File: src/include/sd_link_params.svh
// Constants model one fixed high-capacity 3.3 V card. The CID fields are placeholders.
`ifndef SD_LINK_PARAMS_SVH
`define SD_LINK_PARAMS_SVH

// kept command indices
`define SD_CMD0_GO_IDLE          6'd0
`define SD_CMD2_ALL_SEND_CID     6'd2
`define SD_CMD3_SEND_REL_ADDR    6'd3
`define SD_CMD7_SEL_CARD         6'd7
`define SD_CMD8_SEND_IF_COND     6'd8
`define SD_CMD13_SEND_STATUS     6'd13
`define SD_CMD15_GO_INACTIVE     6'd15
`define SD_CMD55_APP_CMD         6'd55
`define SD_ACMD41_SEND_OP_COND   6'd41

// relative address advance on every CMD3
`define SD_RCA_STEP              16'h1337

// ocr bits 23..15 set, 2.7 V to 3.6 V
`define SD_VOLTAGE_WINDOW        24'hFF8000
`define SD_OCR_POWERED_UP        31

// mid, oid, pnm, prv, psn, mdt and a crc byte of FF
`define SD_CID                   128'h0253_4453_444c_4e4b_1000_0013_3701_31FF

// card status word bit positions
`define SD_STAT_COM_CRC_ERROR    23
`define SD_STAT_ILLEGAL_COMMAND  22
`define SD_STAT_STATE_LSB        9
`define SD_STAT_READY_FOR_DATA   8
`define SD_STAT_APP_CMD          5
// bits cleared once a CMD13 response has gone out
`define SD_STAT_CLEAR_ON_READ    32'hFD31A028

`endif
File: src/design/sd_link_pkg.sv
// The ina state has no status field code in the SD spec and takes the first reserved value 9.
`default_nettype none

package sd_link_pkg;

   typedef logic [5:0]   cmd_index_t;
   typedef logic [31:0]  cmd_arg_t;
   typedef logic [15:0]  rca_t;
   typedef logic [31:0]  ocr_t;
   typedef logic [31:0]  card_status_t;
   typedef logic [31:0]  resp_payload_t;
   typedef logic [135:0] resp_frame_t;

   // encodings match status bits 12..9
   typedef enum logic [3:0] {
      CARD_IDLE  = 4'd0,
      CARD_READY = 4'd1,
      CARD_IDENT = 4'd2,
      CARD_STBY  = 4'd3,
      CARD_TRAN  = 4'd4,
      CARD_DATA  = 4'd5,
      CARD_RCV   = 4'd6,
      CARD_PRG   = 4'd7,
      CARD_DIS   = 4'd8,
      CARD_INA   = 4'd9
   } card_state_e;

   // value seen by the phy on resp_type
   typedef enum logic [3:0] {
      RESP_NONE = 4'd0,
      RESP_BAD  = 4'd1,
      RESP_R1   = 4'd2,
      RESP_R1B  = 4'd3,
      RESP_R2   = 4'd4,
      RESP_R3   = 4'd5,
      RESP_R6   = 4'd6,
      RESP_R7   = 4'd7
   } resp_kind_e;

   // decoded command, decode to execute
   typedef struct packed {
      cmd_index_t index;
      cmd_arg_t   arg;
      logic       app;
   } cmd_op_t;

   // response request, execute to format
   // payload is the ocr, the r6 field or the r7 echo
   typedef struct packed {
      resp_kind_e    kind;
      cmd_index_t    index;
      card_status_t  status;
      resp_payload_t payload;
   } resp_req_t;

endpackage

`default_nettype wire

File: src/design/sd_link_top.sv
// Inputs must be synchronous to clk_50. Command and response only, with no data transfer path.
`default_nettype none

module sd_link_top (
   input  wire                        clk_50,
   input  wire                        reset_s,
   input  wire [47:0]                 cmd_in,
   input  wire                        cmd_crc_good,
   input  wire                        cmd_act,
   input  wire                        resp_done,
   output sd_link_pkg::resp_frame_t   resp_out,
   output sd_link_pkg::resp_kind_e    resp_type,
   output logic                       resp_act,
   output sd_link_pkg::card_state_e   card_state,
   output sd_link_pkg::cmd_index_t    cmd_last,
   output logic                       err_cmd_crc,
   output logic                       err_unhandled_cmd,
   output logic                       info_card_desel
);
   import sd_link_pkg::*;

   cmd_op_t   op;
   resp_req_t req;
   logic      op_valid;
   logic      crc_fail;
   logic      busy;
   logic      app_pending;
   logic      req_valid;
   logic      sent;

   // port names match the local nets one to one
   sd_cmd_decode u_decode (.*);

   sd_card_exec u_exec (.*);

   sd_resp_format u_format (.*);

endmodule

`default_nettype wire

File: src/design/sd_resp_format.sv
// resp_done is sampled as a level, so the phy must drop it before the next response is due.
`default_nettype none
`include "sd_link_params.svh"

module sd_resp_format (
   input  wire                          clk_50,
   input  wire                          reset_s,
   input  wire                          req_valid,
   input  wire sd_link_pkg::resp_req_t  req,
   input  wire                          resp_done,
   output sd_link_pkg::resp_frame_t     resp_out,
   output sd_link_pkg::resp_kind_e      resp_type,
   output logic                         resp_act,
   output logic                         sent
);
   import sd_link_pkg::*;

   localparam logic [127:0] CARD_CID = `SD_CID;

   typedef enum logic [1:0] {
      FMT_IDLE,
      FMT_LOAD,
      FMT_ACT
   } fmt_state_e;

   fmt_state_e  fmt_state;
   resp_frame_t frame;

   // start and direction bits lead, crc and end bit are left to the phy
   always_comb begin
      case (req.kind)
         RESP_R1, RESP_R1B: frame = {2'b00, req.index, req.status, 8'h01, 88'h0};
         RESP_R2:           frame = {2'b00, 6'b111111, CARD_CID[127:1], 1'b1};
         RESP_R3:           frame = {2'b00, 6'b111111, req.payload, 8'hFF, 88'h0};
         RESP_R6:           frame = {2'b00, `SD_CMD3_SEND_REL_ADDR, req.payload, 8'h01, 88'h0};
         RESP_R7:           frame = {2'b00, `SD_CMD8_SEND_IF_COND, req.payload, 8'h01, 88'h0};
         default:           frame = '0;
      endcase
   end

   always_ff @(posedge clk_50) begin
      if (!reset_s) begin
         fmt_state <= FMT_IDLE;
         resp_act  <= 1'b0;
         sent      <= 1'b0;
      end else begin
         sent <= 1'b0;
         case (fmt_state)
            FMT_IDLE: begin
               if (req_valid) begin
                  fmt_state <= FMT_LOAD;
               end
            end
            FMT_LOAD: begin
               resp_act  <= 1'b1;
               fmt_state <= FMT_ACT;
            end
            FMT_ACT: begin
               // hold until the phy has shifted the frame out
               if (resp_done) begin
                  resp_act  <= 1'b0;
                  sent      <= 1'b1;
                  fmt_state <= FMT_IDLE;
               end
            end
            default: fmt_state <= FMT_IDLE;
         endcase
      end
   end

   // frame and type stay put for the whole handshake
   always_ff @(posedge clk_50) begin
      if (req_valid && fmt_state == FMT_IDLE) begin
         resp_out  <= frame;
         resp_type <= req.kind;
      end
   end

endmodule

`default_nettype wire

File: src/design/sd_card_exec.sv
// SD bus mode only. The data, rcv, prg and dis states are never entered since data transfer is absent.
`default_nettype none
`include "sd_link_params.svh"

module sd_card_exec (
   input  wire                         clk_50,
   input  wire                         reset_s,
   input  wire                         op_valid,
   input  wire sd_link_pkg::cmd_op_t   op,
   input  wire                         crc_fail,
   input  wire                         sent,
   output logic                        busy,
   output logic                        app_pending,
   output logic                        req_valid,
   output sd_link_pkg::resp_req_t      req,
   output sd_link_pkg::card_state_e    card_state,
   output logic                        err_cmd_crc,
   output logic                        err_unhandled_cmd,
   output logic                        info_card_desel
);
   import sd_link_pkg::*;

   localparam card_status_t STATUS_RESET = 32'd1 << `SD_STAT_READY_FOR_DATA;
   // high capacity, not yet powered up
   localparam ocr_t OCR_RESET = {8'h40, `SD_VOLTAGE_WINDOW};

   card_state_e   state_next;
   card_state_e   state_dec;
   rca_t          rca;
   rca_t          rca_dec;
   ocr_t          ocr;
   ocr_t          ocr_dec;
   card_status_t  status;
   card_status_t  status_dec;
   resp_kind_e    kind_dec;
   resp_payload_t payload_dec;
   logic          rca_match;
   logic          app_dec;
   logic          unhandled_dec;
   logic          desel_dec;
   logic          reset_dec;
   logic          last_app;

   assign rca_match = (op.arg[31:16] == rca);

   always_comb begin
      state_dec     = card_state;
      rca_dec       = rca;
      ocr_dec       = ocr;
      app_dec       = op.app;
      kind_dec      = RESP_BAD;
      unhandled_dec = 1'b0;
      desel_dec     = 1'b0;
      reset_dec     = 1'b0;
      if (op.app) begin
         if (card_state == CARD_IDLE) begin
            kind_dec = RESP_R3;
            ocr_dec[`SD_OCR_POWERED_UP] = 1'b1;
            state_dec = CARD_READY;
         end
      end else begin
         case (op.index)
            `SD_CMD0_GO_IDLE: begin
               if (card_state != CARD_INA) begin
                  reset_dec = 1'b1;
                  kind_dec  = RESP_NONE;
               end
            end
            `SD_CMD2_ALL_SEND_CID: begin
               if (card_state == CARD_READY) begin
                  kind_dec  = RESP_R2;
                  state_dec = CARD_IDENT;
               end
            end
            `SD_CMD3_SEND_REL_ADDR: begin
               if (card_state == CARD_IDENT || card_state == CARD_STBY) begin
                  kind_dec  = RESP_R6;
                  rca_dec   = rca + `SD_RCA_STEP;
                  state_dec = CARD_STBY;
               end
            end
            `SD_CMD7_SEL_CARD: begin
               if (rca_match) begin
                  if (card_state == CARD_STBY) begin
                     kind_dec  = RESP_R1B;
                     state_dec = CARD_TRAN;
                  end
               end else begin
                  // deselect is silent
                  kind_dec  = RESP_NONE;
                  desel_dec = 1'b1;
                  if (card_state == CARD_TRAN) begin
                     state_dec = CARD_STBY;
                  end
               end
            end
            `SD_CMD8_SEND_IF_COND: begin
               if (card_state == CARD_IDLE) begin
                  kind_dec = (op.arg[11:8] == 4'b0001) ? RESP_R7 : RESP_NONE;
               end
            end
            `SD_CMD13_SEND_STATUS: begin
               if (!rca_match) begin
                  kind_dec = RESP_NONE;
               end else if (card_state == CARD_STBY || card_state == CARD_TRAN) begin
                  kind_dec = RESP_R1;
               end
            end
            `SD_CMD15_GO_INACTIVE: begin
               kind_dec = RESP_NONE;
               if (rca_match && (card_state == CARD_STBY || card_state == CARD_TRAN)) begin
                  state_dec = CARD_INA;
               end
            end
            `SD_CMD55_APP_CMD: begin
               if (!rca_match) begin
                  kind_dec = RESP_NONE;
               end else if (card_state == CARD_IDLE || card_state == CARD_STBY ||
                            card_state == CARD_TRAN) begin
                  kind_dec = RESP_R1;
                  app_dec  = 1'b1;
               end
            end
            // CMD1 and CMD5 come from SPI and SDIO probing and are not flagged
            default: unhandled_dec = (op.index != 6'd1) && (op.index != 6'd5);
         endcase
      end

      status_dec = status;
      status_dec[`SD_STAT_COM_CRC_ERROR]   = 1'b0;
      status_dec[`SD_STAT_ILLEGAL_COMMAND] = 1'b0;
      status_dec[`SD_STAT_STATE_LSB +: 4]  = card_state;
      if (app_dec) begin
         status_dec[`SD_STAT_APP_CMD] = 1'b1;
      end

      case (kind_dec)
         RESP_R3: payload_dec = ocr_dec;
         // new rca plus the compressed status
         RESP_R6: payload_dec = {rca_dec, status_dec[23:22], status_dec[19], status_dec[12:0]};
         RESP_R7: payload_dec = {20'h0, 4'b0001, op.arg[7:0]};
         default: payload_dec = '0;
      endcase
   end

   always_ff @(posedge clk_50) begin
      if (!reset_s) begin
         card_state        <= CARD_IDLE;
         state_next        <= CARD_IDLE;
         rca               <= '0;
         ocr               <= OCR_RESET;
         status            <= STATUS_RESET;
         app_pending       <= 1'b0;
         busy              <= 1'b0;
         req_valid         <= 1'b0;
         err_cmd_crc       <= 1'b0;
         err_unhandled_cmd <= 1'b0;
         info_card_desel   <= 1'b0;
      end else begin
         req_valid <= 1'b0;
         if (crc_fail) begin
            err_cmd_crc <= 1'b1;
            status[`SD_STAT_COM_CRC_ERROR] <= 1'b1;
         end
         if (op_valid) begin
            status      <= status_dec;
            rca         <= rca_dec;
            ocr         <= ocr_dec;
            app_pending <= app_dec;
            state_next  <= state_dec;
            if (unhandled_dec) begin
               err_unhandled_cmd <= 1'b1;
            end
            if (desel_dec) begin
               info_card_desel <= 1'b1;
            end
            if (kind_dec == RESP_NONE || kind_dec == RESP_BAD) begin
               // nothing to send, finish now
               card_state <= state_dec;
               busy       <= 1'b0;
            end else begin
               busy      <= 1'b1;
               req_valid <= 1'b1;
            end
            if (kind_dec == RESP_BAD) begin
               status[`SD_STAT_ILLEGAL_COMMAND] <= 1'b1;
            end
            if (reset_dec) begin
               card_state        <= CARD_IDLE;
               rca               <= '0;
               ocr               <= OCR_RESET;
               status            <= STATUS_RESET;
               app_pending       <= 1'b0;
               err_cmd_crc       <= 1'b0;
               err_unhandled_cmd <= 1'b0;
               info_card_desel   <= 1'b0;
            end
         end
         if (sent) begin
            card_state <= state_next;
            busy       <= 1'b0;
            // app flag ends with the ACMD response
            if (last_app) begin
               app_pending <= 1'b0;
               status[`SD_STAT_APP_CMD] <= 1'b0;
            end
            if (req.index == `SD_CMD13_SEND_STATUS) begin
               status <= status & ~`SD_STAT_CLEAR_ON_READ;
            end
         end
      end
   end

   always_ff @(posedge clk_50) begin
      if (op_valid) begin
         req      <= '{kind: kind_dec, index: op.index, status: status_dec, payload: payload_dec};
         last_app <= op.app;
      end
   end

endmodule

`default_nettype wire

File: src/design/sd_cmd_decode.sv
// Inputs must already be synchronous to clk_50. Only ACMD41 is decoded as an application command.
`default_nettype none
`include "sd_link_params.svh"

module sd_cmd_decode (
   input  wire                       clk_50,
   input  wire                       reset_s,
   input  wire [47:0]                cmd_in,
   input  wire                       cmd_crc_good,
   input  wire                       cmd_act,
   input  wire                       busy,
   input  wire                       app_pending,
   output logic                      op_valid,
   output sd_link_pkg::cmd_op_t      op,
   output logic                      crc_fail,
   output sd_link_pkg::cmd_index_t   cmd_last
);
   import sd_link_pkg::*;

   cmd_index_t frame_index;
   cmd_arg_t   frame_arg;
   logic       frame_app;
   logic       cmd_act_q;
   logic       accept;

   // start, direction, index, argument, crc7, end
   assign frame_index = cmd_in[45:40];
   assign frame_arg   = cmd_in[39:8];

   // rising edge only, an edge during busy is lost
   assign accept = cmd_act & ~cmd_act_q & ~busy;

   // any other index after CMD55 is retried as a plain command
   assign frame_app = app_pending && (frame_index == `SD_ACMD41_SEND_OP_COND);

   always_ff @(posedge clk_50) begin
      if (!reset_s) begin
         cmd_act_q <= 1'b0;
         op_valid  <= 1'b0;
         crc_fail  <= 1'b0;
         cmd_last  <= '0;
      end else begin
         cmd_act_q <= cmd_act;
         op_valid  <= accept & cmd_crc_good;
         crc_fail  <= accept & ~cmd_crc_good;
         if (accept && cmd_crc_good) begin
            cmd_last <= frame_index;
         end
      end
   end

   // command payload, only meaningful alongside op_valid
   always_ff @(posedge clk_50) begin
      if (accept && cmd_crc_good) begin
         op <= '{index: frame_index, arg: frame_arg, app: frame_app};
      end
   end

endmodule

`default_nettype wire

File: config.mk
export PLATFORM = sky130hd
export DESIGN_NAME = sd_link_top
export DESIGN_NICKNAME = d
export VERILOG_FILES = /design/src/design/sd_link_pkg.sv /design/src/design/sd_link_top.sv /design/src/design/sd_resp_format.sv /design/src/design/sd_card_exec.sv /design/src/design/sd_cmd_decode.sv
export VERILOG_INCLUDE_DIRS = /design/src /design/src/include
export SDC_FILE = /design/constraint.sdc
export NUM_CORES = 1
export LEC_CHECK = 0
export ABC_AREA = 1
export ABC_CLOCK_PERIOD_IN_PS = 4200
export BUFFER_PORTS_ARGS = -buffer_cell sky130_fd_sc_hd__buf_2
export CELL_PAD_IN_SITES_DETAIL_PLACEMENT = 0
export CELL_PAD_IN_SITES_GLOBAL_PLACEMENT = 1
export CORE_ASPECT_RATIO = 1.5
export CORE_MARGIN = 2
export CORE_UTILIZATION = 38
export CTS_CLUSTER_SIZE = 10
export DETAILED_ROUTE_END_ITERATION = 16
export MAX_ROUTING_LAYER = met4
export PLACE_DENSITY = 0.82
export SYNTH_ARGS = -nofsm -noshare
export SYNTH_HDL_FRONTEND = slang
export SYNTH_SLANG_ARGS = --single-unit
export TNS_END_PERCENT = 10
File: constraint.sdc
create_clock -name clk_50 -period 4.2 [get_ports clk_50]
set_input_delay 0 -clock clk_50 [delete_from_list [all_inputs] [get_ports clk_50]]
set_output_delay 0 -clock clk_50 [all_outputs]
set_load 0.1 [all_outputs]
==> results.md <==
- Pwr per Cell Area: 426 nW/um^2
- Clk sink count: 220
- Vias in the first global route: 6,227
- Final ANT Viol Nets: 0
- CP max stage cell: dfxtp_1
- Class of the worst hold path: in -> reg
- Fin util: 44.9%
- Max cap viols: 0
- Congestion Overflow GR: 0
- Clk_lat worst skew: 520 ps
- Vias per inst: 4.55
- Peak VDD IR: 0.290 mV
- Unrepaired setup endpoints after global routing: no
- H-tree depth: 1
- Routability cong.: 0.894
- Hold Fails Final Rpt: 0
- Clk root buf: clkbuf_16
- First-pass GRT wire length: 32,000 um
- Die Wd: 134 um
- Seq/Total Area, Yosys: 61.3%
- Synth-to-Final Area Change: 16.6%
- Routed WL per cell: 14.1 um
- Largest net degree at the start of global routing: 82
- Clock slew at reported path FFs: 60 ps
- Worst Tran Pin Value: 1130 ps
- Leakage: 0.00462 uW
- Drt pass-1 iters: 5
- Fmax: 385 MHz
- Layout cells sized above 1: 19.2%
- Count of endpoints failing setup in the final report: 0
- Clock Skews: 12.1 ps
- Via count: 6,544
- R2r startpoint: u_exec.card_state[1]
- Fillers: 2,375
- Final Critical Period: 2600 ps
- Initial DRC Count: 424
- Mapped Avg Cell Area: 10.1 sq um
- CTS resizes: 0
- Period utilization: 61.8%
- I/O Buffers: 133
- Setup Buffers After CTS: 0
- Synth unique cells: 39
- Synthesized instance count: 953
- Rel. slew slack: 24.3%
- Post-DP HPWL: 14,100 um
- Worst Setup SP: u_exec.card_state[1]
- Die Area: 26,700 sq um
- Delay of the slowest critical-path stage: 580 ps
- Worst EP arrival: 2860 ps
- Data required, critical path: 4460 ps
- Commonest non-fill, non-tap cell in the layout: nand2_1
- Post-Syn Area: 9650 sq um
- Core Region: 25,100 sq um
- Kind of critical path: reg -> reg
- # diodes: 0
- DR WL met2: 10,500 um
- Cell Rows: 71
- Post-synthesis register bit count: 220
- Run status: completed
- Initial antenna violation count: 0
- Uppermost layer routed: met4
- Yosys warning count: 0
- Nature of the critical path endpoint: register
- Highest-count cells in the layout ignoring fill and taps: nand2_1, edfxtp_1, buf_2
- Hold_sp: cmd_in[26]
- CP cell instances: nor2_1, nand2_1, nor3_1, nor2_1, nand2_1, a21oi_1, nor2_4, inv_2, nor2_8, inv_4, o21ai_0
- Crit Path Max Fanout: 19
- Initial Util: 38.5%
- I/O Pins: 207
- Setup_tns: 0 ps
- Fin nets: 1,146
- Total Wirelength: 20,200 um
- Max-slew violations: 0
- DRC: 0
- Buf/Inv on CP: 2
- Met3 WL: 1120 um
- CTS tree: yes
- Gr usage total: 15.5%
- Worst setup SP type: register
- Chip Height: 199 um
- Clk buf depth: 3
- Delay-heaviest family, CP: simple AND/OR/NAND/NOR gates
- Met1 Wirelength: 8150 um
- Cts bufs inserted: 25
cell usage after synthesis:
master | count | area [sq um]
a211oi_1 | 1 | 7.51
a21o_1 | 1 | 7.51
a21oi_1 | 41 | 205
a221o_1 | 9 | 90.1
a31oi_1 | 2 | 12.5
a32o_1 | 20 | 200
buf_2 | 4 | 20.0
buf_4 | 99 | 743
buf_6 | 1 | 11.3
clkbuf_1 | 21 | 78.8
clkinv_1 | 3 | 11.3
conb_1 | 1 | 3.75
dfxtp_1 | 69 | 1380
edfxtp_1 | 151 | 4530
ha_1 | 1 | 12.5
inv_1 | 94 | 353
inv_2 | 18 | 67.6
inv_4 | 1 | 6.26
nand2_1 | 206 | 773
nand2_2 | 2 | 12.5
nand2_4 | 1 | 11.3
nand3_1 | 29 | 145
nand3_2 | 2 | 20.0
nand3b_1 | 3 | 22.5
nand4_1 | 8 | 50.1
nor2_1 | 86 | 323
nor2_2 | 11 | 68.8
nor2_4 | 5 | 56.3
nor2_8 | 1 | 20.0
nor3_1 | 9 | 45.0
nor3_2 | 1 | 10.0
nor4_1 | 3 | 18.8
o2111ai_1 | 1 | 8.76
o211ai_1 | 2 | 15.0
o21ai_0 | 24 | 120
o21ai_2 | 2 | 17.5
o22ai_1 | 1 | 6.26
or2_2 | 3 | 18.8
xor2_1 | 16 | 140
stage by stage:
step	setup WS [ps]	instance area, sq um	hold slack [ps]	std cells	total power, uW
after floorplan	255	9870	72.3	1013	2870
after global placement	1620	10100	177	1353	2890
after detailed placement	1600	10100	178	1353	2890
after CTS	1600	11300	162	1439	4840
after global routing	1310	11300	186	1439	4950
final	1600	11300	185	1439	4800
cell families after synthesis:
kind of cell    share of synthesized area (%)
other cells                            0.0389
buf+inv                                  13.4
xor+xnor                                 1.45
compound gates                           7.16
simple gates                             16.5
fa+ha+maj                               0.130
flops                                    61.3
worst paths after layout:
check | to | cells after the start | slack (ps)
min | u_decode.op[19] | 2 | 180
max reg2reg | u_exec.req[2] | 11 | 1600
min reg2reg | u_exec.status[14] | 2 | 420
max | u_exec.req[2] | 11 | 1600
power by group:
group	total [uW]	internal [uW]	switching, uW
Clock	1920	1120	806
Sequential	2380	2360	23.5
Combinational	491	77.5	413
Total	4800	3560	1240
layer usage:
metal  vias up  global-route usage, %
met4         0                   5.96
met1      3004                   17.8
met5         -                      -
met2       243                   27.7
li1       3262                      -
met3        35                   1.85
flip-flops by register name, indices dropped and copies added (netlist names), 2 cells and up:
signal,flops
u_format.resp_out,42
u_exec.req,70
u_format.resp_type,3
u_exec.state_next,4
u_exec.card_state,4
u_format.fmt_state,2
u_decode.cmd_last,6
u_exec.status,26
u_decode.op,35
u_exec.rca,16
worst reg2reg max path, delay by kind of cell, from the launching register on:
kind | cells | cell delay [ps]
AOI/OAI and AO/OA | 2 | 540
buffers and inverters | 2 | 380
DFF | 1 | 580
and+or+nand+nor | 7 | 840
final cells by class:
class                   instances  area, sq um  share of cell area, %
repair buffers                177         1100                   9.74
clock inverters                 1         8.76                 0.0778
multi-input cells             552         2680                   23.8
well taps                     328          410                   3.65
flip-flops and latches        220         5920                   52.6
inverters                     116          438                   3.89
clock buffers                  45          701                   6.23
repair_timing:
action	4_1_cts	5_1_grt
hold endpoints to repair	57	0
endpoints found under the setup margin	0	0
hold buffers	40	0
(Power assumes the default switching activity.)
